## config.mk

```make
export PLATFORM = sky130hd
export DESIGN_NAME = stm_segment_select
export DESIGN_NICKNAME = d
export VERILOG_FILES = /design/src/logic/stm_pkg.sv /design/src/logic/stm_segment_select.sv
export SDC_FILE = /design/constraint.sdc
export NUM_CORES = 1
export LEC_CHECK = 0
export ABC_AREA = 1
export BUFFER_PORTS_ARGS = -buffer_cell sky130_fd_sc_hd__buf_2
export CAP_MARGIN = 10
export CORE_UTILIZATION = 40
export CTS_CLUSTER_DIAMETER = 40
export DETAILED_ROUTE_END_ITERATION = 12
export HOLD_SLACK_MARGIN = 0.15
export PLACE_DENSITY = 0.77
export SKIP_CTS_REPAIR_TIMING = 1
export SLEW_MARGIN = 20
export SYNTH_ARGS = -nofsm -noshare
export SYNTH_HDL_FRONTEND = slang
export SYNTH_SLANG_ARGS = --single-unit
```

## constraint.sdc

```tcl
create_clock -name CLK -period 2.02 [get_ports CLK]
set_input_delay 0.101 -clock CLK [delete_from_list [all_inputs] [get_ports CLK]]
set_output_delay 0.101 -clock CLK [all_outputs]
set_load 0.02 [all_outputs]
```

## src/logic/stm_pkg.sv

```systemverilog
`default_nettype none

package stm_pkg;

  // Number of STM segments handled by the timer
  localparam int NUM_SEGMENT = 2;

  // Width of the segment select fields
  localparam int SEGMENT_W = $clog2(NUM_SEGMENT);

  // Cycle setting and sample index width. The modulus is the setting plus one
  localparam int CYCLE_W = 13;

  localparam int FREQ_DIV_W = 16;  // Frequency divider width

  localparam int SYS_TIME_W = 64;  // Free-running system time

  // Low system time bits dropped before the division
  localparam int TIME_SHIFT = 8;

  localparam int COARSE_TIME_W = 48;  // Dividend width of the first divider

  // Settings address. Bit 0 picks the field, bit 1 picks the segment
  localparam int CFG_ADDR_W = 2;

endpackage

`default_nettype wire
```

## src/logic/stm_segment_select.sv

```systemverilog
`default_nettype none

// Tracks the requested and the active segment and registers the active index
module stm_segment_select (
  input  wire                            CLK,
  input  wire                            rst_n,
  input  wire                            update_req,
  input  wire                            busy,
  input  wire  [stm_pkg::SEGMENT_W-1:0]  req_segment,
  input  wire                            update_done,
  input  wire  [stm_pkg::CYCLE_W-1:0]    idx [stm_pkg::NUM_SEGMENT],
  output logic [stm_pkg::CYCLE_W-1:0]    idx_out,
  output logic [stm_pkg::SEGMENT_W-1:0]  active_segment
);

  logic [stm_pkg::SEGMENT_W-1:0] pending_segment;
  logic [stm_pkg::SEGMENT_W-1:0] next_segment;

  // The timer takes a request under the same condition
  always_ff @(posedge CLK or negedge rst_n) begin
    if (!rst_n) begin
      pending_segment <= '0;
      active_segment  <= '0;
    end else begin
      if (update_req && !busy) begin
        pending_segment <= req_segment;
      end
      if (update_done) begin
        active_segment <= pending_segment;
      end
    end
  end

  // Look ahead so the index register switches together with active_segment
  assign next_segment = update_done ? pending_segment : active_segment;

  always_ff @(posedge CLK) begin
    idx_out <= idx[next_segment];
  end

endmodule

`default_nettype wire

```

; Word level (Yosys, flattened, before mapping)
; Index checks and enable logic that the tools add are counted.
[classes]
bitwise_logic = 1
n_mux = 4
magnitude_cmp = 1
reduce_logical = 2
[ops]
columns = cell, n
row1 = 2-to-1 mux 13 bit, 3
row2 = >= comparator 2 bit (second input constant), 1
row3 = inverter 1 -> 2 bit, 1
row4 = logical AND 1 bit, 1
row5 = zero test 1 bit, 1
row6 = 2-to-1 mux 1 bit, 1
[word_totals]
reg_bits = 15
wordCells = 11
input_bits = 32
output_inout_bits = 14

; Logic depth before layout (Yosys ltp)
[depth]
depth_word = 5
depth_mapped = 5
depth_no_buf = 4

; Worst setup path after synthesis
; No wires, ideal clock.
[synth_timing]
kind = reg2reg
startpoint = reg active_segment
endpoint = reg idx_out[10] in the netlist's numbering
required_ps = 1907
setup_ps = 113
path_slack_ps = 1051
arrival_ps = 856
stages_incl_launch_ff = 6
cell_sequence = dfrtp_1 -> inv_1 -> nand2_2 -> buf_6 -> nand3_1 -> nand2_1
[synth_between]
elab_chain_len = 5
[synth_lines]
columns = element, line_no
row1 = from (decl), stm_segment_select.sv:13  ; output logic [stm_pkg::SEGMENT_W-1:0] active_segment
row2 = from (signal assigned), stm_segment_select.sv:29  ; active_segment <= pending_segment;
row3 = 2-to-1 mux 1 bit, --
row4 = inverter 1 -> 2 bit (implied by the code), stm_segment_select.sv:38  ; idx_out <= idx[next_segment];
row5 = 2-to-1 mux 13 bit (implied by the code) (3 in series), stm_segment_select.sv:38
row6 = to (signal assigned), stm_segment_select.sv:38
row7 = to (decl), stm_segment_select.sv:12  ; output logic [stm_pkg::CYCLE_W-1:0] idx_out,
; Every way passes these cells. The select of a mux whose other input is x is not followed.
; A chain may end at the register's enable or synchronous reset.

==> impl_results.md <==
* Total of max-cap violations at 0
* Clock skew at 0.00143 ns
* Die height at 40.3 µm
* Clock Root Buffer: clkbuf_4
* Final net count at 180
* Worst-Margin Slew at around 0.47 ns
* CP startpoint kind: input pin
* First-pass GRT wire length at 1.75 mm
* Synthesized Nets at between 100 and 150
* Synth Instances at a little over 70
* Seq cells post-synth at 15
* Tcrit/Tclk final at 87.5%
* # fillers at between 70 and 80
* Vias at just under 800
* Clock Tree Buf Depth at 2
* Final hold slack at 0.217 ns
* Crit-path slowest cell: dlygate4sd3_1
* Final Setup Violations at 0
* Antenna Nets Post-Route at 0
* Die area at 1630 µm²
* DRC Markers at 0
* DIE WIDTH at 40.3 µm
* Maximum vdd drop at 450 µV
* PD cells at slightly above 700 nW/µm²
* CP max stage delay at 0.54 ns
* DR pass1 iterations at 4
* Synth unique cells at 11
* Largest fanout on the critical path at 1
* Cells after DPL at 127
* Fin crit period at 1.77 ns
* Dpl hpwl at roughly 990 µm
* Setup TNS at 0 ns
* Critical path type: input pin to flop
* WP depth at 6
* Clk_lat worst skew at 0.29 ns
* Final instance area at 1140 µm²
* Register Area at 310 µm²
* Hold/Removal Path Class: input pin to flop
* WL per Instance at ~12 µm
* GRT Residual Overflow at 0
* Initial Util at roughly 44%
* Routed WL at 2.00 mm
* N_diodes at 0
* H-tree depth at 1
* Vias per cell at 4.78
* Total power draw at 0.000823 W
* Slew Limit Fails at 0
* Unrepaired setup endpoints after global routing: false
* Sequential area share after synthesis at 52.8%
* Cell Area, Synth at between 500 and 600 µm²
* Share of layout cells above drive strength 1 at a little over a third
* Post-DP Area at 798 µm²
* Synth warn at 0
* Total clock sinks at 15
* Worst EP required at 2.21 ns
* Most common cell after layout, fill and taps aside: buf_2
* Rel. slew slack at 68.7%
* Worst hold path cell count at 4
* Met3 Usage GRT at 5.00%
* Fin cells at roughly 160
* Routability-driven placement congestion ratio at 0.752
* Clock slew at reported path FFs at 0.09 ns
* CTS tree: built
* GRT Total Usage at 16.6%
* Number of global-route vias before repair at 444
* CP cell instances: dlygate4sd3_1 -> buf_2 -> nand3_1 -> dlygate4sd3_1 -> nand2_1 -> dlygate4sd3_1
* Crit path capture type: flop
* Most frequent CP cell: dlygate4sd3_1
* Critical path's top delay family: buffers and inverters
* GR peak layer: met2
* Layout area overhead at 93.2%
* # IOs at 46
* Commonest non-fill, non-tap cells in the layout: buf_2 (45), dlygate4sd3_1 (31), nand3_1 (26)
* Grt met2 use at 29.8%
* Met1 Track Usage GR at 17.6%
* Reg2Reg Depth at 5
* Syn_area_per_cell at roughly 8.3 µm²
* CTS buffer count at 3
* IO Port Bufs at 45
* Status: complete, no violations
* CP bufs+invs at 4
* Largest net degree at the start of global routing at 15
* Multi-input logic area at 229 µm²
* Leak Pwr at 0.620 nW
* Worst EP arrival at 1.95 ns
* Initial antenna violation count at 0
* Core ar. at 1330 µm²
* Std-Cell Rows at 13
* DR iter-0 viols at 28
* Fmax at 566 MHz
* Endpoints failing hold at 0
==> logic make-up (layout without fill, tap and decap cells) <==
group / count (synthesis) / in the layout / share of synthesized area, %
AND/OR/NAND/NOR: 48 / 48 / 38.9
flip-flops: 15 / 15 / 52.8
buffers and inverters: 8 / 84 / 8.30
==> cell usage after synthesis <==
cell type	n	area, µm²
inv_1	3	11.3
buf_4	3	22.5
nand2_2	1	6.26
nand2_4	1	11.3
nand3_1	26	130
dfxtp_1	13	260
nand3_2	1	10.0
dfrtp_1	2	50.1
buf_6	1	11.3
inv_2	1	3.75
nand2_1	19	71.3
==> cell type report <==
type                       instances  area share, %
timing repair buffer              76           47.1
sequential                        15           27.3
multi-input combinational         48           20.2
clock buffer                       3           1.98
tap                               15           1.65
inverter                           4           1.32
clock inverter                     1          0.441
==> per-stage QoR <==
stage	util (%)	setup slack (ns)
floorplan	-	1.05
global placement	59.8	1.00
detailed placement	59.8	0.971
CTS	61.9	0.956
global route	85.2	0.227
finish	85.2	0.253
==> registers in the layout, summed over array words and instances, names as in the netlist <==
name	flops
active_segment	1
idx_out	13
pending_segment	1
==> worst register-to-register path, cell delays in order, from the launching register on <==
cell,delay (ns)
dfrtp_1,0.41
inv_1,0.06
nand2_1,0.28
nand3_1,0.22
nand2_1,0.06
dlygate4sd3_1,0.56
==> metal layers <==
metal | up-vias | part of all wire, %
li1 | 385 | -
met1 | 343 | 41
met2 | 37 | 50
met3 | 9 | 5.6
met4 | 0 | 3.2
met5 | - | 0
==> where the power goes <==
part	total, W	switching (W)	leakage (nW)	internal [W]
Combinational	0.000288	0.000145	0.468	0.000143
Sequential	0.000352	0.0000144	0.135	0.000338
Clock	0.000182	0.000109	0.0177	0.0000738
Total	0.000823	0.000268	0.620	0.000554
==> final timing paths <==
path                                 start               to  slack [ns]
min in group asynchronous            rst_n  pending_segment        0.65
max                            req_segment  pending_segment        0.25
max in group asynchronous            rst_n   active_segment        1.25
min reg2reg                 active_segment   active_segment        0.67
min                            update_done   active_segment        0.22
max reg2reg                pending_segment       idx_out[3]        0.32
Note: power is estimated with default switching activity, not from simulation.
