**src/logic/stm_pkg.sv**
```systemverilog
`default_nettype none

package stm_pkg;

  // Number of STM segments handled by the timer
  localparam int NUM_SEGMENT = 2;

  // Width of the segment select fields
  localparam int SEGMENT_W = $clog2(NUM_SEGMENT);

  // Cycle setting and sample index width. The modulus is the setting plus one
  localparam int CYCLE_W = 13;

  localparam int FREQ_DIV_W = 16;  // Frequency divider width

  localparam int SYS_TIME_W = 64;  // Free-running system time

  // Low system time bits dropped before the division
  localparam int TIME_SHIFT = 8;

  localparam int COARSE_TIME_W = 48;  // Dividend width of the first divider

  // Settings address. Bit 0 picks the field, bit 1 picks the segment
  localparam int CFG_ADDR_W = 2;

endpackage

`default_nettype wire
```
**src/logic/sys_time_counter.sv**
```systemverilog
`default_nettype none

// Free-running time base, loadable by the host
module sys_time_counter (
  input  wire                            CLK,
  input  wire                            rst_n,
  input  wire                            time_load,
  input  wire  [stm_pkg::SYS_TIME_W-1:0] time_value,
  output logic [stm_pkg::SYS_TIME_W-1:0] sys_time
);

  always_ff @(posedge CLK or negedge rst_n) begin
    if (!rst_n) begin
      sys_time <= '0;
    end else if (time_load) begin
      sys_time <= time_value;  // Counting resumes from the loaded value
    end else begin
      sys_time <= sys_time + 1'b1;
    end
  end

endmodule

`default_nettype wire

```
**config.mk**
```make
export PLATFORM = sky130hd
export DESIGN_NAME = sys_time_counter
export DESIGN_NICKNAME = d
export VERILOG_FILES = /design/src/logic/stm_pkg.sv /design/src/logic/sys_time_counter.sv
export SDC_FILE = /design/constraint.sdc
export NUM_CORES = 1
export LEC_CHECK = 0
export BUFFER_PORTS_ARGS = -buffer_cell sky130_fd_sc_hd__buf_2
export CAP_MARGIN = 20
export CORE_UTILIZATION = 50
export CTS_CLUSTER_DIAMETER = 40
export DETAILED_ROUTE_END_ITERATION = 6
export PLACE_DENSITY = 0.8
export SLEW_MARGIN = 20
export SYNTH_ARGS = -nofsm -noshare
export SYNTH_HDL_FRONTEND = slang
export SYNTH_SLANG_ARGS = --single-unit
```
**constraint.sdc**
```tcl
create_clock -name CLK -period 2.65 [get_ports CLK]
set_input_delay 0.265 -clock CLK [delete_from_list [all_inputs] [get_ports CLK]]
set_output_delay 0.265 -clock CLK [all_outputs]
set_load 0.02 [all_outputs]
```
Yosys cells after proc, flatten, opt, wreduce, memory -nomap -nowiden
Index checks and enable logic that the tools add are counted.
{ "totals": {"reg_bits": 64, "memories": 0, "ramBits": 0, "output_inout_bits": 64, "input_bits": 67, "romBits": 0, "latchBits": 0} }
{ "classes": {"n_reduce_logical": 0, "n_mux": 1, "n_bitwise": 0, "order_cmp": 0, "n_shift": 0, "n_eq_ne": 0, "n_addsub": 1, "div": 0, "multipliers": 0} }
{ "ops": {"columns": ["operator", "n"], "rows": [
  ["$add 64x1->64 const B", 1],
  ["$mux 64", 1]
]} }

Logic depth before layout (Yosys ltp)
Gate-level depths: netlist (run 1).
{ "logic_depth": {"ltp_word": 2, "depth_mapped": 7, "mapped_depth_nobuf": 6} }

Worst setup path after synthesis (run 1)
OpenSTA, ideal clock, no wires.
{ "synth_timing": {"kind": "register to register", "start": "reg sys_time[5] (netlist name)", "end": "reg sys_time[55] (netlist name)", "t_arrival_ps": 2474, "path_stages_with_launch": 8, "n_path_buf": 2, "slack_ps": 107, "cell_sequence": "dfrtp_1 nand4_2 or4_1 buf_2 or4_4 buf_6 or4_1 nand3_1"} }
{ "synth_between": {"elab_chain_len": 2} }
{ "synth_lines": {"columns": ["element", "line", "source"], "rows": [
  ["start, declared", "sys_time_counter.sv:9", "output logic [stm_pkg::SYS_TIME_W-1:0] sys_time"],
  ["start signal, assigned", "sys_time_counter.sv:16", "sys_time <= time_value;"],
  ["start signal, assigned", "sys_time_counter.sv:18", "sys_time <= sys_time + 1'b1;"],
  ["$add 64x1->64", "sys_time_counter.sv:18", null],
  ["$mux 64", "sys_time_counter.sv:15", "end else if (time_load) begin"]
]} }
No other way between the ends.

Final worst setup path (run 1)
{ "layout_timing": {"start": "reg sys_time[5] (netlist name)", "end": "reg sys_time[49] (netlist name)"} }
The elaborated chain is that of the path after synthesis.

==> results of run 1 <==
per-stage QoR:
| stage | total power [mW] | cells | instance area [um2] | util |
|---|---|---|---|---|
| 3_3_place_gp | 1.726 | 632 | 4448 | 0.6405 |
| 4_1_cts | 2.689 | 648 | 4678 | 0.6737 |
| 3_5_place_dp | 1.743 | 632 | 4448 | 0.6405 |
| 6_report | 2.672 | 648 | 4678 | 0.6737 |
| 5_1_grt | 2.805 | 648 | 4678 | 0.6737 |
| 2_1_floorplan | 1.506 | 417 | 3662 | - |
per-layer routing:
metal,share of wire,global-route usage,vias up
li1,-,-,1778
met1,0.44,0.3587,1707
met2,0.47,0.4297,131
met3,0.073,0.06315,12
met4,0.012,0.07452,0
met5,0,0,-
where the power goes:
part	internal, mW	switching (mW)
Sequential	1.07	0.132
Combinational	0.209	0.316
Clock	0.575	0.368
Total	1.86	0.816
layout by cell type (no fill, tap or decap), drive strengths merged, types with 7 or more instances in the layout:
cell type / n
clkbuf: 12
nor3: 7
xnor2: 17
buf: 142
xor2: 28
nand2: 66
nand4: 27
o21ai: 53
nor4: 9
or3: 8
nor2: 17
and4: 11
nand3: 24
a31oi: 9
and3: 13
dfrtp: 64
final timing paths:
kind	to	startpoint	cells past startpoint	slack (ns)
setup reg to reg	sys_time[49]	sys_time[5]	6	0.19
min in group asynchronous	sys_time[44]	rst_n	2	0.51
setup / recovery	sys_time[49]	sys_time[5]	6	0.19
hold reg to reg	sys_time[0]	sys_time[0]	1	0.55
max in group asynchronous	sys_time[8]	rst_n	3	1.50
hold / removal	sys_time[3]	time_value[3]	3	0.13
what timing repair did:
action                                 4_1_cts  5_1_grt
setup buffers                                0        0
endpoints found under the hold margin       24        0
hold buffers                                 1        0
cell families after synthesis:
kind of cell    synth area share
flops                     0.4373
simple gates              0.2965
buf+inv                  0.03006
compound gates            0.1110
fa+ha+maj               0.003416
xor+xnor                  0.1076
mux                      0.01401
final cells by class:
class | instances | share of cell area
repair buffers | 143 | 0.1637
inverters | 4 | 0.003209
multi-input cells | 326 | 0.4180
flip-flops and latches | 64 | 0.3423
clock inverters | 3 | 0.01391
well taps | 96 | 0.02568
clock buffers | 12 | 0.03316
worst register-to-register path: stages (launching register included):
cell	delay (ns)
dfrtp_1	0.44
nand4_2	0.21
or4_1	0.60
buf_4	0.19
nor4_1	0.38
or3b_1	0.38
a31oi_1	0.18
==> flow_summary.rst, run 1 <==
.. list-table::
   :header-rows: 1

   * - Metric
     - Value
   * - Die footprint
     - 7671 um2
   * - Number of nets in the layout
     - 616
   * - Critical path start-end classification
     - flip-flop to flip-flop
   * - Synthesis-to-layout area growth
     - 27.74%
   * - Critical path data arrival time
     - 2.72 ns
   * - Number of max-slew violations in the final report
     - 0
   * - Total routed wirelength
     - 9658 um
   * - Top Registers
     - sys_time: 64 flops
   * - Count of mapped cells out of synthesis
     - 417
   * - Cells along the critical path
     - nand4_2 -> or4_1 -> buf_4 -> nor4_1 -> or3b_1 -> a31oi_1
   * - Clock Skew
     - 0.006647 ns
   * - Yosys synthesis warning count
     - 0
   * - Number of placement rows
     - 30
   * - Critical Path Start Type
     - flip-flop
   * - Worst-skew pair later-pin latency
     - 0.34 ns
   * - Clock Sink Count
     - 64
   * - Port Buffers
     - 130
   * - Via-to-Cell Ratio
     - 5.599
   * - Total inserted antenna cells
     - 0
   * - Count of endpoints failing hold in the final timing report
     - 0
   * - Number of buffers on the longest clock path
     - 2
   * - Final Wtd Congestion
     - 0.8424
   * - Pre-CTS setup slack
     - 0.2194 ns
   * - Average wire per cell in the routed design
     - 14.90 um
   * - Die span in x
     - 87.59 um
   * - Sequential cell area fraction in the yosys report
     - 0.4373
   * - Smallest hold slack
     - 0.1317 ns
   * - Register ranked first by flip-flop count
     - sys_time
   * - DR DRC count
     - 0
   * - Wire length of the first global-routing pass
     - 15,810 um
   * - Worst VDD drop
     - 0.0002907 V
   * - Count of boundary I/O pins
     - 131
   * - Final period util
     - 0.9283
   * - Max capacitance violation total
     - 0
   * - Overall global routing resource usage
     - 0.2656
   * - Post-synth ARST share
     - 1.000
   * - Number of setup violations in the final report
     - 0
   * - Min Clock Period, post-route
     - 2.460 ns
   * - Slowest CP cell
     - or4_1
   * - Number of nets produced by synthesis
     - 485
   * - Maximum level of the CTS H-tree
     - 3
   * - Count of filler cells inserted in the layout
     - 614
   * - Clock root cell
     - clkbuf_8
   * - Post-synthesis sequential element count
     - 64
   * - Leakage
     - 2.079 nW
   * - Core ar.
     - 6944 um2
   * - Number of flip-flops under the largest register name
     - 64
   * - Number of buffers created by CTS
     - 9
   * - Count of different cell masters after synthesis
     - 36
   * - Worst slew pin tran
     - 0.7178 ns
   * - Clock tree from TritonCTS
     - yes
   * - Crit Path Max Fanout
     - 7
   * - Synth area leaders
     - dfrtp_1 44%, o21ai_0 7.2%, nand2_1 6.8%
   * - Maximum single-stage delay on the critical path
     - 0.60 ns
   * - Worst EP required
     - 2.91 ns
   * - Netlist area before placement
     - 3662 um2
   * - WP buf/inv
     - 1
   * - Initial Utilization
     - 0.5274
   * - Unrepaired setup endpoints after global routing
     - no
   * - Post-detailed-placement half-perimeter wirelength
     - 7121 um
   * - Predominant post-synthesis flop cell
     - dfrtp_1
   * - Result of the run
     - finished clean
   * - DRT Pass-1 Iters
     - 5
   * - Worst-path clk slew
     - 0.07 ns
   * - Area leader, netlist
     - dfrtp_1
   * - Vias in the first global route
     - 3,282
   * - Total power per unit cell area
     - 571.2 nW/um2
   * - Most common cell in the netlist
     - nand2_1
   * - Upper clock frequency limit
     - 406.5 MHz
   * - Cell family with most CP delay
     - simple AND/OR/NAND/NOR gates
   * - Number of synthesized flops with an enable pin
     - 0
   * - Antenna violations before repair
     - 0
   * - Multi-input combinational cell area
     - 1956 um2
   * - Die outline height
     - 87.59 um
   * - Fraction of synthesized cell area taken by the top area cell type
     - 0.4373
   * - Maximum number of pins on one net before global-route repair
     - 78
   * - Post-route antenna net violation count
     - 0
   * - Setup TNS Final
     - 0 ns
   * - Total grt overflow
     - 0
   * - Synthesized area per cell
     - 8.782 um2
   * - Total number of vias
     - 3,628
   * - Number of DRC violations after detailed-routing iteration 0
     - 166
   * - Ratio of cells with drive above 1 in the final layout
     - 0.2935
   * - Footprint of the flip-flops and latches
     - 1602 um2
   * - Path class of the lowest-slack min-delay path
     - input pin to flip-flop
   * - Worst slew margin relative to its limit
     - 0.5214
   * - Smallest setup slack after layout
     - 0.1900 ns
   * - Type of element capturing the critical path
     - flip-flop
   * - # resized after CTS
     - 0
   * - Post-synth top cells
     - 66 x nand2_1, 64 x dfrtp_1, 53 x o21ai_0, 28 x xor2_1, 25 x nand4_1
(Power assumes the default switching activity.)
==> inputs of run 2 (changes only) <==
--- a/config.mk
+++ b/config.mk
@@ -10,7 +10,7 @@
 export CORE_UTILIZATION = 50
 export CTS_CLUSTER_DIAMETER = 40
 export DETAILED_ROUTE_END_ITERATION = 6
-export PLACE_DENSITY = 0.8
+export PLACE_DENSITY_LB_ADDON = 0.25
 export SLEW_MARGIN = 20
 export SYNTH_ARGS = -nofsm -noshare
 export SYNTH_HDL_FRONTEND = slang
==> flow_summary.rst, run 2 (same netlist as run 1, synthesis figures left out) <==
.. list-table::
   :header-rows: 1

   * - Metric
     - Value
   * - DR DRC count
     - 0 (unchanged)
   * - Crit Path Max Fanout
     - 8 (+1)
   * - Min Clock Period, post-route
     - 2.437 ns (-0.02304 ns)
   * - Post-route antenna net violation count
     - 0 (unchanged)
   * - Unrepaired setup endpoints after global routing
     - no
   * - Post-detailed-placement half-perimeter wirelength
     - 7174 um (+0.75%)
   * - Critical path start-end classification
     - flip-flop to flip-flop
   * - Maximum level of the CTS H-tree
     - 3 (unchanged)
   * - Clock Sink Count
     - 64 (unchanged)
   * - Worst R2R Setup Slack
     - 0.21 ns (+0.02 ns)
   * - Final Wtd Congestion
     - 0.8328 (-1.1%)
   * - Total power per unit cell area
     - 572.8 nW/um2 (+0.28%)
   * - WP buf/inv
     - 0 (-1)
   * - Clock Skew
     - 0.01081 ns (+0.004163 ns)
   * - Most frequent standard cell in the layout excluding fill and tap cells
     - buf_2
   * - Initial Utilization
     - 0.5274 (unchanged)
   * - Ratio of cells with drive above 1 in the final layout
     - 0.2940 (+0.0005326)
   * - DRT Pass-1 Iters
     - 4 (-1)
   * - Via-to-Cell Ratio
     - 5.658 (+1.1%)
   * - Start point of the critical path
     - sys_time[27]
   * - Critical Path Start Type
     - flip-flop
   * - Number of max-slew violations in the final report
     - 0 (unchanged)
   * - Number of logic stages on the critical path including buffering
     - 5 (-1)
   * - Commonest cells after routing, fill and taps aside
     - 129 x buf_2, 66 x nand2_1, 64 x dfrtp_1
   * - Total inserted antenna cells
     - 0 (unchanged)
   * - Worst EP required
     - 2.93 ns (+0.02 ns)
   * - Number of setup violations in the final report
     - 0 (unchanged)
   * - Vias in the first global route
     - 3,451 (+5.1%)
   * - Endpoint of the worst setup timing path
     - sys_time[55]
   * - Top Registers
     - sys_time: 64 flops
   * - Leakage
     - 2.059 nW (-0.98%)
   * - Die span in x
     - 87.59 um (unchanged)
   * - Cells along the critical path
     - nand4_1 -> or4_1 -> or4_4 -> or4_1 -> nand3_1
   * - Number of nets in the layout
     - 614 (-0.32%)
   * - Number of DRC violations after detailed-routing iteration 0
     - 162 (-2.4%)
   * - Upper clock frequency limit
     - 410.4 MHz (+0.95%)
   * - Critical path data arrival time
     - 2.71 ns (about the same)
   * - Slowest CP cell
     - or4_4
   * - Worst-skew pair later-pin latency
     - 0.35 ns (about the same)
   * - Worst VDD drop
     - 0.0002844 V (-2.2%)
   * - Min-Delay Path Depth
     - 3 (unchanged)
   * - Worst-path clk slew
     - 0.08 ns (about the same)
   * - Synthesis-to-layout area growth
     - 27.20%
   * - Wire length of the first global-routing pass
     - 15,670 um (-0.92%)
   * - Type of element capturing the critical path
     - flip-flop
   * - Worst reg2reg endpoint
     - sys_time[55]
   * - Maximum single-stage delay on the critical path
     - 0.61 ns (about the same)
   * - Number of flip-flops under the largest register name
     - 64 (unchanged)
   * - Worst slew pin tran
     - 0.5755 ns (-0.1423 ns)
   * - R2r startpoint
     - sys_time[27]
   * - Worst slew margin relative to its limit
     - 0.6163 (+0.09487)
   * - Post-CTS setup buffer count
     - 0 (unchanged)
   * - Clock tree from TritonCTS
     - yes
   * - Average wire per cell in the routed design
     - 15.23 um (+2.2%)
   * - Cell family with most CP delay
     - simple AND/OR/NAND/NOR gates
   * - Overall Power
     - 2.668 mW (-0.15%)
   * - Total grt overflow
     - 0 (unchanged)
   * - Final period util
     - 0.9196 (-0.008695)
   * - Total routed wirelength
     - 9855 um (+2.0%)
   * - Port Buffers
     - 130 (unchanged)
   * - Register ranked first by flip-flop count
     - sys_time
   * - Count of boundary I/O pins
     - 131 (unchanged)
   * - Core ar.
     - 6944 um2 (unchanged)
   * - Path class of the lowest-slack min-delay path
     - input pin to flip-flop
   * - Worst Reg2Reg Path Length in Cells
     - 5 (-1)
   * - Die outline height
     - 87.59 um (unchanged)
   * - Total number of vias
     - 3,661 (+0.91%)
   * - Overall global routing resource usage
     - 0.2633 (-0.002302)
   * - Number of buffers created by CTS
     - 9 (unchanged)
   * - Count of endpoints failing hold in the final timing report
     - 0 (unchanged)
   * - Result of the run
     - finished clean
   * - Antenna violations before repair
     - 0 (unchanged)
   * - Maximum number of pins on one net before global-route repair
     - 71 (-9.0%)
   * - Count of filler cells inserted in the layout
     - 598 (-2.6%)
   * - Die footprint
     - 7671 um2 (unchanged)
   * - Number of buffers on the longest clock path
     - 2 (unchanged)
   * - Most common cell on crit path
     - or4_1
   * - Number of placement rows
     - 30 (unchanged)
   * - Clock root cell
     - clkbuf_8
   * - Max capacitance violation total
     - 0 (unchanged)
   * - Setup TNS Final
     - 0 ns (unchanged)
## run 2: cell types whose count changed in the layout (fill, tap and decap cells not counted), sizes merged
cell,delta
buf,-2
clkbuf,-1
clkinvlp,+2
## run 2: cell type report
| class | count | area (um2) | area share |
|---|---|---|---|
| clock buffers | 11 | 141.4 | 0.03035 |
| flip-flops and latches | 64 | 1602 | 0.3438 |
| clock inverters | 5 | 80.08 | 0.01719 |
| inverters | 4 | 15.01 | 0.003223 |
| repair buffers | 141 | 738.2 | 0.1585 |
| multi-input cells | 326 | 1962 | 0.4212 |
| well taps | 96 | 120.1 | 0.02579 |
## run 2: how the worst min path moves through the flow
| stage | startpoint | endpoint | slack (ns) |
|---|---|---|---|
| global placement | rst_n | sys_time[39] | 0.13 |
| floorplan | rst_n | sys_time[0] | -0.03 |
| finish | time_value[14] | sys_time[14] | 0.12 |
| CTS | time_value[14] | sys_time[14] | 0.11 |
| global route | time_value[19] | sys_time[19] | 0.12 |
| detailed placement | rst_n | sys_time[40] | 0.13 |
## run 2: routing by layer
metal / track usage / vias to the layer above / wire [um]
met5: 0 / - / 0
met4: 0.1237 / 0 / 201
met3: 0.06503 / 23 / 626
met2: 0.4283 / 132 / 4665
met1: 0.3313 / 1730 / 4361
li1: - / 1776 / -
## run 2: report_power, final
group / total, mW / internal (mW) / switching, mW / leakage, nW
clock network: 0.941 / 0.554 / 0.388 / 0.106
registers: 1.21 / 1.07 / 0.134 / 0.759
logic: 0.521 / 0.207 / 0.314 / 1.19
total: 2.67 / 1.83 / 0.836 / 2.06
## run 2: what timing repair did
action                     CTS  global route
hold buffers                 1             0
hold endpoints to repair     8             0
setup endpoints to repair    0             1
resized for setup            0             1
## run 2: stage by stage
step           utilization  instance area, um2  worst slack [ns]  hold slack (ns)  instances
4_1_cts             0.6699                4652            0.1865           0.1138        647
6_report            0.6708                4658            0.2131           0.1176        647
3_3_place_gp        0.6366                4420            0.3014           0.1313        630
3_5_place_dp        0.6366                4420            0.2117           0.1294        630
5_1_grt             0.6708                4658           0.08912           0.1214        647
2_1_floorplan            -                3662            0.1066         -0.03059        417
## run 2: worst min-delay path, stage by stage
cell	delay (ns)
buf_2	0.07
nand2_1	0.04
o21ai_0	0.05
