## config.mk

```make
export PLATFORM = sky130hd
export DESIGN_NAME = stm_settings
export DESIGN_NICKNAME = d
export VERILOG_FILES = /design/src/logic/stm_pkg.sv /design/src/logic/stm_settings.sv
export SDC_FILE = /design/constraint.sdc
export NUM_CORES = 1
export LEC_CHECK = 0
export ABC_AREA = 1
export BUFFER_PORTS_ARGS = -buffer_cell sky130_fd_sc_hd__buf_4
export CAP_MARGIN = 15
export CELL_PAD_IN_SITES_DETAIL_PLACEMENT = 0
export CELL_PAD_IN_SITES_GLOBAL_PLACEMENT = 1
export CORE_AREA = 2 2 86 88
export DETAILED_ROUTE_END_ITERATION = 12
export DIE_AREA = 0 0 88 90
export PLACE_DENSITY = 0.76
export SLEW_MARGIN = 20
export SYNTH_ARGS = -nofsm -noshare
export SYNTH_HDL_FRONTEND = slang
export SYNTH_SLANG_ARGS = --single-unit
```

## constraint.sdc

```tcl
create_clock -name CLK -period 0.9 [get_ports CLK]
set_input_delay 0.18 -clock CLK [delete_from_list [all_inputs] [get_ports CLK]]
set_output_delay 0.18 -clock CLK [all_outputs]
set_load 0.01 [all_outputs]
```

## src/logic/stm_pkg.sv

```systemverilog
`default_nettype none

package stm_pkg;

  // Number of STM segments handled by the timer
  localparam int NUM_SEGMENT = 2;

  // Width of the segment select fields
  localparam int SEGMENT_W = $clog2(NUM_SEGMENT);

  // Cycle setting and sample index width. The modulus is the setting plus one
  localparam int CYCLE_W = 13;

  localparam int FREQ_DIV_W = 16;  // Frequency divider width

  localparam int SYS_TIME_W = 64;  // Free-running system time

  // Low system time bits dropped before the division
  localparam int TIME_SHIFT = 8;

  localparam int COARSE_TIME_W = 48;  // Dividend width of the first divider

  // Settings address. Bit 0 picks the field, bit 1 picks the segment
  localparam int CFG_ADDR_W = 2;

endpackage

`default_nettype wire
```

## src/logic/stm_settings.sv

```systemverilog
`default_nettype none

// Cycle length and frequency divider of each segment, written by the host
module stm_settings (
  input  wire                            CLK,
  input  wire                            rst_n,
  input  wire                            cfg_we,
  input  wire  [stm_pkg::CFG_ADDR_W-1:0] cfg_addr,
  input  wire  [stm_pkg::FREQ_DIV_W-1:0] cfg_wdata,
  output logic [stm_pkg::CYCLE_W-1:0]    cycle    [stm_pkg::NUM_SEGMENT],
  output logic [stm_pkg::FREQ_DIV_W-1:0] freq_div [stm_pkg::NUM_SEGMENT]
);

  logic [stm_pkg::SEGMENT_W-1:0] wr_segment;
  logic                          wr_freq_div;

  // Bit 0 picks the field and the bits above it the segment
  assign wr_freq_div = cfg_addr[0];
  assign wr_segment  = cfg_addr[1 +: stm_pkg::SEGMENT_W];

  always_ff @(posedge CLK or negedge rst_n) begin
    if (!rst_n) begin
      for (int s = 0; s < stm_pkg::NUM_SEGMENT; s++) begin
        cycle[s]    <= '0;
        freq_div[s] <= stm_pkg::FREQ_DIV_W'(1);
      end
    end else if (cfg_we) begin
      if (wr_freq_div) begin
        freq_div[wr_segment] <= cfg_wdata;
      end else begin
        // Only the low bits of a cycle write are kept
        cycle[wr_segment] <= cfg_wdata[stm_pkg::CYCLE_W-1:0];
      end
    end
  end

endmodule

`default_nettype wire

```

## Yosys cells after proc, flatten, opt, wreduce, memory -nomap -nowiden

Cells that the tools add are included.

| cells by class | value |
|---|---|
| order comparisons | 2 |
| muxes and demuxes | 6 |
| bitwise logic cells | 2 |
| reductions and logical operators | 3 |

Operator list:

| kind | count |
|---|---|
| bitwise mux 32 bit | 1 |
| bitwise mux 26 bit | 1 |
| demux 16 bit (select 1 bit) | 1 |
| two-way mux 16 bit | 1 |
| demux 13 bit (select 1 bit) | 1 |
| two-way mux 13 bit | 1 |
| AND reduction 2 bit | 2 |
| >= comparator 2 bit, second input constant | 1 |
| < comparator 2 x 1 -> 1 bit, second input constant | 1 |
| NOT 1 -> 2 bit | 1 |
| logical AND 1 bit | 1 |
| NOT 1 bit | 1 |

| storage, ports and cells | value |
|---|---|
| register bits after elaboration | 58 |
| input bits | 21 |
| output and inout port bits | 58 |
| logic and storage cells | 17 |

## Longest topological paths before layout

Gate-level depths: netlist of run 1.

| logic depth | value |
|---|---|
| depth in word-level cells | 6 |
| depth in mapped cells | 6 |
| depth with buffers taken out | 4 |

## Least setup slack after synthesis of run 1

Ideal clock, no wire load.

| timing | value |
|---|---|
| path type | input to register |
| start | input cfg_we |
| end | register freq_div[10] (netlist name) |
| library setup time | 0.118 ns |
| arrival | 0.715 ns |
| data required time | 0.782 ns |
| path slack | 0.067 ns |
| stages on the path | 5 |
| buffers on the path | 2 |
| path through | buf_4 nand3_4 buf_4 nand2_1 o21ai_2 |

| between the ends | value |
|---|---|
| word-level cells in the longest chain between the ends | 1 |

RTL lines:

| item | line | text |
|---|---|---|
| start, declared | stm_settings.sv:7 | `input wire cfg_we,` |
| AND reduction 2 bit (no line) | - |  |
| end signal, assigned by index | stm_settings.sv:25 | `freq_div[s] <= stm_pkg::FREQ_DIV_W'(1);` |
| end signal, assigned by index | stm_settings.sv:29 | `freq_div[wr_segment] <= cfg_wdata;` |
| end, declared | stm_settings.sv:11 | `output logic [stm_pkg::FREQ_DIV_W-1:0] freq_div [stm_pkg::NUM_SEGMENT]` |

Every way passes these cells.
A chain may end at the register's enable or synchronous reset.

## Worst setup path after layout of run 1

| timing | value |
|---|---|
| start | register freq_div[0] (netlist name) |
| end | output freq_div[0] (netlist name) |

No word-level cell between the ends.

==> reports/qor.yml, run 1 <==
p_per_area_nw_per_um2: 2060
syn2layout_area_growth_pct: 56.8
hold_violations: 0
arrival_ns: 0.97
critPathMaxStageDelay_ns: 0.54
clock_sinks: 58
synth_compound_area_share_pct: 4.71
final_core_util_pct: 55.8
clockBufferDepth: 2
preCtsSetupSlack_ns: -0.0464
ir_drop_v: 0.000830
intPower_mw: 5.81
multiInputGateArea_um2: 811
finClkSkew_ns: 0
fp.dieH_um: 90
crit_family: "flip-flops"
fin_crit_ns: 1.15
place.gp.congestion: 0.745
dieArea_um2: 7920
synth-warning-count: 0
num_io_pins: 79
num_vias: 2219
nets: 400
power_frac_clock_pct: 30.2
worst-setup-path-type: "flop to output pin"
synthAdderAreaFrac_pct: 0
wl_per_cell_um: 13.6
setup-violations-final: 58
synthMuxAreaShare_pct: 0
outcome: "complete, but fails checks"
place_area_um2: 3230
routed_via_density: 4.59
antenna_found_initial: 0
path_max_fanout: 2
finalWirelength_mm: 6.57
grt_pass1_wl_mm: 10.8
drt-initial-drc-count: 110
ys_seq_area_share_pct: 58.2
nFillCells: 657
fmax_ghz: 0.871
yosys.area_share.simple_pct: 27.8
synth.cell_area_um2: 2500
fin_cells: 483
yosysUniqueCellTypes: 13
slowest_stage: "dfstp_2"
layout-drive-gt1-share_pct: 42.4
cp-start-kind: "flop"
grt_max_degree: 33
core-area_um2: 7020
ant_nets: 0
h-tree-depth: 3
yosys.area_share.xor_xnor_pct: 0
path_clk_slew_ns: 0.07
place_inst: 432
cts_root_buf: "clkbuf_8"
power_frac_seq_pct: 41.5
p_sw_mw: 2.26
violations: "setup timing"
holdCritPathClass: "primary input to flop"
worstSetupEndpointType: "output pin"
seq_area_um2: 1450
rows: 31
final_area_um2: 3920
portBuffers: 78
synth_seq_cells: 58
p_leak_nw: 2.08
drc: 0
slew_viol_final: 0
hpwlAfterDp_mm: 4.63
synth_top_family_by_area: "simple AND/OR/NAND/NOR gates"
required_ns: 0.72
postSynthCellCount: 258
swShare_pct: 28.0
maxCapViolCount: 0
clock_latency_ns: 0.33
rsz0062_at_grt: "true"
dr.pass1.iters: 4
syn_avg_cell_area_um2: 9.68
finalCritPeriodShare_pct: 128
power_frac_comb_pct: 28.3
worstMarginPinSlew_ns: 0.277
cp_cell_sequence: "buf_6"
cts_tree: "built"
grt_usage_pct: 17.5
grt.overflow.total: 0
synth_nets: 279
initial_core_util_pct: 35.6
crit_buf_inv: 1
fin_ws_ns: -0.249
grt_pass1_vias: 2197
max-slew-margin-rel_pct: 81.5
die_w_um: 88
numCtsBuffers: 9
n_antenna_cell: 0
==> power by group through the flow <==
stage	combinational, mW	sequential (mW)	clock, mW
4_1_cts	2.17	3.35	2.49
3_5_place_dp	1.70	3.33	0
6_report	2.28	3.35	2.43
2_1_floorplan	0.541	3.49	0
5_1_grt	2.49	3.39	2.62
3_3_place_gp	1.67	3.33	0
==> per-stage QoR <==
step	setup TNS (ns)	total power [mW]	hold slack, ns
6_report	-7.56	8.06	0.101
5_1_grt	-9.42	8.49	0.0908
4_1_cts	-8.49	8.01	0.0753
3_5_place_dp	-0.430	5.03	0.0466
3_3_place_gp	-0.0918	5.00	0.0388
2_1_floorplan	0	4.03	-0.116
==> worst paths after layout <==
check                                  start      endpoint  slack, ns  cells after the start
min in group asynchronous              rst_n   freq_div[4]       0.24                      2
worst min register to register  freq_div[16]  freq_div[16]       0.47                      2
worst max-delay path             freq_div[0]   freq_div[0]      -0.25                      1
max in group asynchronous              rst_n  freq_div[13]       0.27                      3
worst max register to register      cycle[3]      cycle[3]       0.02                      4
worst min-delay path            cfg_wdata[0]   freq_div[0]       0.10                      3
==> cell families after synthesis <==
family,after synthesis
AO/OA/AOI/OAI,16
buffers and inverters,38
flip-flops,58
AND/OR/NAND/NOR,146
==> worst reg2reg max path, stage by stage, from the launching register on <==
cell and delay (ns):
dfrtp_1 0.39, buf_4 0.14, buf_4 0.12, nand2_1 0.05
nand2_1 0.06
==> registers in the layout, indices dropped and copies added, names as in the netlist <==
register,cells
cycle,26
freq_div,32
==> metal layers <==
metal	share of wire [%]	vias up	global-route usage [%]
met5	0	-	0
met4	1.4	0	6.03
met3	5.8	7	5.23
met2	48	53	25.9
met1	45	1057	24.3
li1	-	1102	-
==> Yosys cell counts <==
cell type	instances	area [µm²]
inv_1	16	60.1
nand2_1	100	375
nand4_1	42	263
buf_4	2	15.0
dfstp_2	2	52.6
buf_2	10	50.1
buf_6	8	90.1
dfrtp_1	56	1400
nand3_4	2	35.0
inv_6	2	17.5
nand3_2	2	20.0
o21ai_1	6	30.0
o21ai_2	10	87.6
==> cells in the final DEF, fill, tap and decap left out, types with 2 or more instances in the layout <==
master    instances
inv_1            16
clkbuf_8         11
clkinv_2          3
dfrtp_1          56
nand3_4           2
inv_6             2
buf_6            58
buf_12            4
o21ai_2          10
nand2_1         100
nand4_1          42
o21ai_1           6
buf_4            67
nand3_2           2
dfstp_2           2
==> timing repair <==
| action | CTS | global route |
|---|---|---|
| setup buffers | 20 | 14 |
| endpoints found under the hold margin | 58 | 0 |
| gates resized for setup | 58 | 0 |
| hold buffers | 1 | 0 |
| setup endpoints to repair | 58 | 58 |
==> layout make-up <==
| class | instances | share of cell area, % |
|---|---|---|
| multi-input combinational | 162 | 20.7 |
| clock buffer | 11 | 3.87 |
| timing repair buffer | 130 | 31.8 |
| inverter | 18 | 1.98 |
| clock inverter | 5 | 1.34 |
| sequential | 58 | 37.1 |
| tap | 99 | 3.16 |
Note: power is estimated with default switching activity, not from simulation.
==> run 2: changes to the inputs <==
--- a/config.mk
+++ b/config.mk
@@ -8,12 +8,10 @@
 export ABC_AREA = 1
 export BUFFER_PORTS_ARGS = -buffer_cell sky130_fd_sc_hd__buf_4
 export CAP_MARGIN = 15
-export CELL_PAD_IN_SITES_DETAIL_PLACEMENT = 0
-export CELL_PAD_IN_SITES_GLOBAL_PLACEMENT = 1
-export CORE_AREA = 2 2 86 88
+export CORE_AREA = 2 2 83 85
 export DETAILED_ROUTE_END_ITERATION = 12
-export DIE_AREA = 0 0 88 90
-export PLACE_DENSITY = 0.76
+export DIE_AREA = 0 0 85 87
+export PLACE_DENSITY = 0.63
 export SLEW_MARGIN = 20
 export SYNTH_ARGS = -nofsm -noshare
 export SYNTH_HDL_FRONTEND = slang
==> run 2 against run 1 <==
  * The flow still finishes with violations (setup timing)
  * Sequential power barely moved
  * Via count rose by 0.90%
  * Worst setup slack got worse by 0.010 ns
  * Combinational power barely moved
==> reports/qor.yml, run 2 (synthesis results as in run 1) <==
outcome: "complete, but fails checks"
violations: "setup timing"
ir_drop_v: 0.00109  # +32%
numCtsBuffers: 9  # unchanged
dieArea_um2: 7400  # -6.6%
layout-drive-gt1-share_pct: 42.4  # unchanged
nFillCells: 580  # -12%
core-area_um2: 6570  # -6.4%
ant_nets: 0  # unchanged
grt_pass1_vias: 2134  # -2.9%
syn2layout_area_growth_pct: 55.4
path_clk_slew_ns: 0.07  # about the same
required_ns: 0.72  # about the same
preCtsSetupSlack_ns: -0.0866  # -0.0403 ns
regMostFlops: "freq_div"
finalCritPeriodShare_pct: 129  # +1.2 points
holdCritPathClass: "primary input to flop"
largest_register_ffs: 32  # unchanged
intPower_mw: 5.82  # +0.17%
grt.overflow.total: 0  # unchanged
p_sw_mw: 2.23  # -1.2%
initial_core_util_pct: 38.0  # +2.4 points
hpwlAfterDp_mm: 4.54  # -2.0%
n_antenna_cell: 0  # unchanged
clockBufferDepth: 2  # unchanged
seq_area_um2: 1450  # unchanged
multiInputGateArea_um2: 811  # unchanged
finClkSkew_ns: 0  # unchanged
p_total_mw: 8.05  # -0.20%
critPathMaxStageDelay_ns: 0.55  # about the same
crit_family: "flip-flops"
routed_via_density: 4.83  # +5.0%
cp-start-kind: "flop"
place.gp.congestion: 0.774  # +4.0%
hold_violations: 0  # unchanged
clock_sinks: 58  # unchanged
hold_slack_ns: 0.0972  # -0.00395 ns
antenna_found_initial: 0  # unchanged
finalWirelength_mm: 6.59  # +0.35%
num_io_pins: 79  # unchanged
power_frac_seq_pct: 41.7  # +0.2 points
mostFrequentLayoutCells: "nand2_1 (100), buf_4 (68), buf_6 (58)"
wl_per_cell_um: 14.2  # +4.5%
h-tree-depth: 3  # unchanged
fin_ws_ns: -0.259  # -0.0104 ns
dr.pass1.iters: 4  # unchanged
arrival_ns: 0.98  # about the same
fin_crit_ns: 1.16  # +0.0104 ns
grt_pass1_wl_mm: 10.5  # -2.7%
grt_max_degree: 23  # -30%
max-slew-margin-rel_pct: 80.5  # -1.0 points
largestRegisters: "freq_div (32), cycle (26)"
maxCapViolCount: 0  # unchanged
fp.dieH_um: 87  # -3.3%
rows: 30  # -3.2%
slowest_stage: "dfstp_2"
fmax_ghz: 0.863  # -0.90%
swShare_pct: 27.7  # -0.27 points
cts_root_buf: "clkbuf_8"
worst-setup-path-type: "flop to output pin"
setup-violations-final: 58  # unchanged
num_vias: 2239  # +0.90%
die_w_um: 85  # -3.4%
path_max_fanout: 2  # unchanged
rsz0062_at_grt: "true"
worstMarginPinSlew_ns: 0.293  # +0.0155 ns
p_leak_nw: 2.08  # -0.26%
cts_tree: "built"
power_frac_comb_pct: 28.5  # +0.2 points
fin_cells: 464  # -3.9%
crit_buf_inv: 1  # unchanged
drc: 0  # unchanged
worstSetupEndpointType: "output pin"
slew_viol_final: 0  # unchanged
place_inst: 410  # -5.1%
power_frac_clock_pct: 29.8  # -0.4 points
nets: 400  # unchanged
p_per_area_nw_per_um2: 2070  # +0.73%
grt_usage_pct: 18.6  # +1.1 points
cp_cell_sequence: "buf_6"
clock_latency_ns: 0.33  # about the same
portBuffers: 78  # unchanged
drt-initial-drc-count: 84  # -24%
final_common_cell: "nand2_1"
-- run 2: changes by cell type in the layout (fill, tap and decap cells not counted) --
cell	change
buf_12	-1
buf_4	+1
-- run 2: timing repair --
item / CTS / global route
hold endpoints to repair: 58 / 0
gates resized for setup: 58 / 0
pin swaps: 0 / 0
buffers inserted: 25 / 12
endpoints found under the setup margin: 58 / 58
hold buffers: 1 / 0
-- run 2: power groups by stage --
stage	clock network [mW]	logic [mW]	registers [mW]
after floorplan	0	0.541	3.49
after global placement	0	1.65	3.34
after detailed placement	0	1.68	3.33
after CTS	2.47	2.20	3.36
after global routing	2.59	2.49	3.40
final	2.39	2.29	3.36
-- run 2: metal layers --
metal	track usage, %	wire length, µm
met5	0	0
met4	10.1	136
met3	4.83	374
met2	27.9	3150
met1	24.6	2940
-- run 2: path summary, 6_finish.rpt --
kind                               from           end  slack, ns  cells after the start
setup / recovery           freq_div[16]  freq_div[16]      -0.26                      1
hold / removal             cfg_wdata[0]   freq_div[0]        0.1                      3
setup reg to reg               cycle[1]      cycle[1]       0.02                      4
hold reg to reg            freq_div[16]  freq_div[16]       0.48                      2
max in group asynchronous         rst_n      cycle[4]       0.23                      3
min in group asynchronous         rst_n  freq_div[19]       0.24                      2
-- run 2: through the flow --
step / util (%) / area, µm² / setup TNS (ns)
final: 59.1 / 3880 / -7.81
after global routing: 59.1 / 3880 / -9.66
after CTS: 57.7 / 3790 / -8.92
after detailed placement: 48.3 / 3170 / -1.56
after global placement: 48.3 / 3170 / -0.449
after floorplan: - / 2500 / 0
-- run 2: layout make-up --
class,instances,share of cell area (%)
timing repair buffer,130,31.8
inverter,18,2.00
tap,80,2.58
clock buffer,11,3.90
sequential,58,37.5
clock inverter,5,1.35
multi-input combinational,162,20.9
-- run 2: worst register-to-register path: stages (launching register included) --
cell,delay (ns)
dfrtp_1,0.39
buf_4,0.13
buf_4,0.12
nand2_1,0.06
nand2_1,0.06
==> run 3: changes to the inputs <==
--- a/config.mk
+++ b/config.mk
@@ -8,10 +8,11 @@
 export ABC_AREA = 1
 export BUFFER_PORTS_ARGS = -buffer_cell sky130_fd_sc_hd__buf_4
 export CAP_MARGIN = 15
-export CORE_AREA = 2 2 83 85
+export CORE_AREA = 2 2 74 76
 export DETAILED_ROUTE_END_ITERATION = 12
-export DIE_AREA = 0 0 85 87
-export PLACE_DENSITY = 0.63
+export DIE_AREA = 0 0 76 78
+export GPL_ROUTABILITY_DRIVEN = 1
+export PLACE_DENSITY = 0.77
 export SLEW_MARGIN = 20
 export SYNTH_ARGS = -nofsm -noshare
 export SYNTH_HDL_FRONTEND = slang
==> constraint.sdc (replaced) <==
create_clock -name CLK -period 1.2 [get_ports CLK]
set_input_delay 0.24 -clock CLK [delete_from_list [all_inputs] [get_ports CLK]]
set_output_delay 0.24 -clock CLK [all_outputs]
set_load 0.01 [all_outputs]
==> run 3 against run 2 <==
  * The flow still finishes with violations (setup timing)
  * Total power decreased by 31%
  * Worst setup slack improved by 0.25 ns
  * Count of clock-buffer cells in the layout increased by 3
  * Wire length decreased by 9.4%
  * Critical path type unchanged
==> reports/qor.yml, run 3 (synthesis results as in run 1) <==
grt_max_degree: 33  # +43%
worst-setup-path-type: "flop to output pin"
hold_violations: 0  # unchanged
regMostFlops: "freq_div"
rows: 26  # -13%
setup-violations-final: 2  # -97%
final_area_um2: 3340  # -14%
largest_register_ffs: 32  # unchanged
routed_via_density: 5.11  # +5.9%
violations: "setup timing"
final_common_cell: "nand2_1"
p_leak_nw: 1.80  # -13%
numCtsBuffers: 9  # unchanged
clockBufferDepth: 2  # unchanged
grt.overflow.total: 0  # unchanged
arrival_ns: 0.97  # about the same
core-area_um2: 5040  # -23%
worstSetupEndpointType: "output pin"
max-slew-margin-rel_pct: 79.3  # -1.2 points
portBuffers: 78  # unchanged
antenna_found_initial: 0  # unchanged
h-tree-depth: 3  # unchanged
finalCritPeriodShare_pct: 101
wl_per_cell_um: 14.5  # +2.3%
cp-start-kind: "flop"
ant_nets: 0  # unchanged
place_area_um2: 3110  # -1.8%
finClkSkew_ns: 0  # unchanged
place_inst: 394  # -3.9%
syn2layout_area_growth_pct: 33.7
hpwlAfterDp_mm: 4.37  # -3.6%
path_clk_slew_ns: 0.06  # about the same
required_ns: 0.96  # +0.24 ns
fp.dieH_um: 78  # -10%
fin_cells: 411  # -11%
slew_viol_final: 0  # unchanged
cp_cell_sequence: "buf_6"
worstMarginPinSlew_ns: 0.310  # +0.0177 ns
fmax_ghz: 0.827
mostFrequentLayoutCells: "nand2_1 (100), buf_4 (81), dfrtp_1 (56)"
outcome: "complete, but fails checks"
initial_core_util_pct: 49.5  # +12 points
cts_root_buf: "clkbuf_8"
grt_pass1_wl_mm: 10.2  # -2.8%
nFillCells: 414  # -29%
dieArea_um2: 5930  # -20%
drc: 0  # unchanged
cts_tree: "built"
nets: 357  # -11%
n_antenna_cell: 0  # unchanged
critPathMaxStageDelay_ns: 0.55  # about the same
holdCritPathClass: "primary input to flop"
path_max_fanout: 2  # unchanged
maxCapViolCount: 0  # unchanged
grt_usage_pct: 22.0  # +3.4 points
final_core_util_pct: 66.2  # +7.1 points
largestRegisters: "freq_div (32), cycle (26)"
p_per_area_nw_per_um2: 1660  # -20%
crit_family: "flip-flops"
grt_pass1_vias: 2080  # -2.5%
finalWirelength_mm: 5.97  # -9.4%
layout-drive-gt1-share_pct: 34.6  # -7.8 points
ir_drop_v: 0.000926  # -15%
drt-initial-drc-count: 109  # +30%
rsz0062_at_grt: "true"
dr.pass1.iters: 4  # unchanged
clock_sinks: 58  # unchanged
num_vias: 2100  # -6.2%
place.gp.congestion: 0.798  # +3.1%
hold_slack_ns: 0.169  # +0.0717 ns
fin_ws_ns: -0.00883  # +0.250 ns
slowest_stage: "dfstp_2"
clock_latency_ns: 0.32  # about the same
fin_setup_tns_ns: -0.0173  # +7.79 ns
die_w_um: 76  # -11%
fin_crit_ns: 1.21
preCtsSetupSlack_ns: 0.0530  # +0.140 ns
crit_buf_inv: 1  # unchanged
num_io_pins: 79  # unchanged
p_total_mw: 5.55  # -31%
[run 3: area by class of cell]
class	instances	area, µm²	share of cell area (%)
flip-flops and latches	58	1450	43.6
clock inverters	2	35.0	1.05
repair buffers	87	701	21.0
inverters	18	77.6	2.32
multi-input cells	162	811	24.3
well taps	70	87.6	2.62
clock buffers	14	173	5.17
[run 3: worst register-to-register path: cells and delay by family, from the launching register on]
family          cells  cell delay (ns)
simple gates        1             0.06
compound gates      1             0.08
flops               1             0.55
[run 3: power breakdown]
part / internal [mW] / total [mW] / leakage (nW) / switching (mW)
combinational: 0.607 / 1.23 / 0.978 / 0.627
clock: 1.13 / 1.85 / 0.107 / 0.724
sequential: 2.28 / 2.46 / 0.720 / 0.188
[run 3: timing repair]
item                                    4_1_cts  5_1_grt
resized for setup                             2        0
endpoints found under the setup margin        2        2
pin swaps                                     0        0
setup buffers                                 0        0
hold buffers                                  1        0
gates cloned                                  0        0
endpoints found under the hold margin        19        0
[run 3: per-layer routing]
metal | vias to the layer above | part of all wire [%] | track usage, %
li1 | 1017 | - | -
met1 | 1010 | 45 | 29.2
met2 | 59 | 48 | 33.8
met3 | 14 | 5.5 | 5.35
met4 | 0 | 2.2 | 11.3
met5 | - | 0 | 0
[run 3: worst paths after layout]
| kind | end | cells after the start | slack (ns) | from |
|---|---|---|---|---|
| setup / recovery | freq_div[0] | 1 | -0.009 | freq_div[0] |
| hold / removal | freq_div[0] | 3 | 0.17 | cfg_wdata[0] |
| setup reg to reg | freq_div[0] | 2 | 0.45 | freq_div[0] |
| hold reg to reg | cycle[4] | 2 | 0.47 | cycle[4] |
| max in group asynchronous | cycle[20] | 3 | 0.39 | rst_n |
| min in group asynchronous | freq_div[1] | 2 | 0.35 | rst_n |
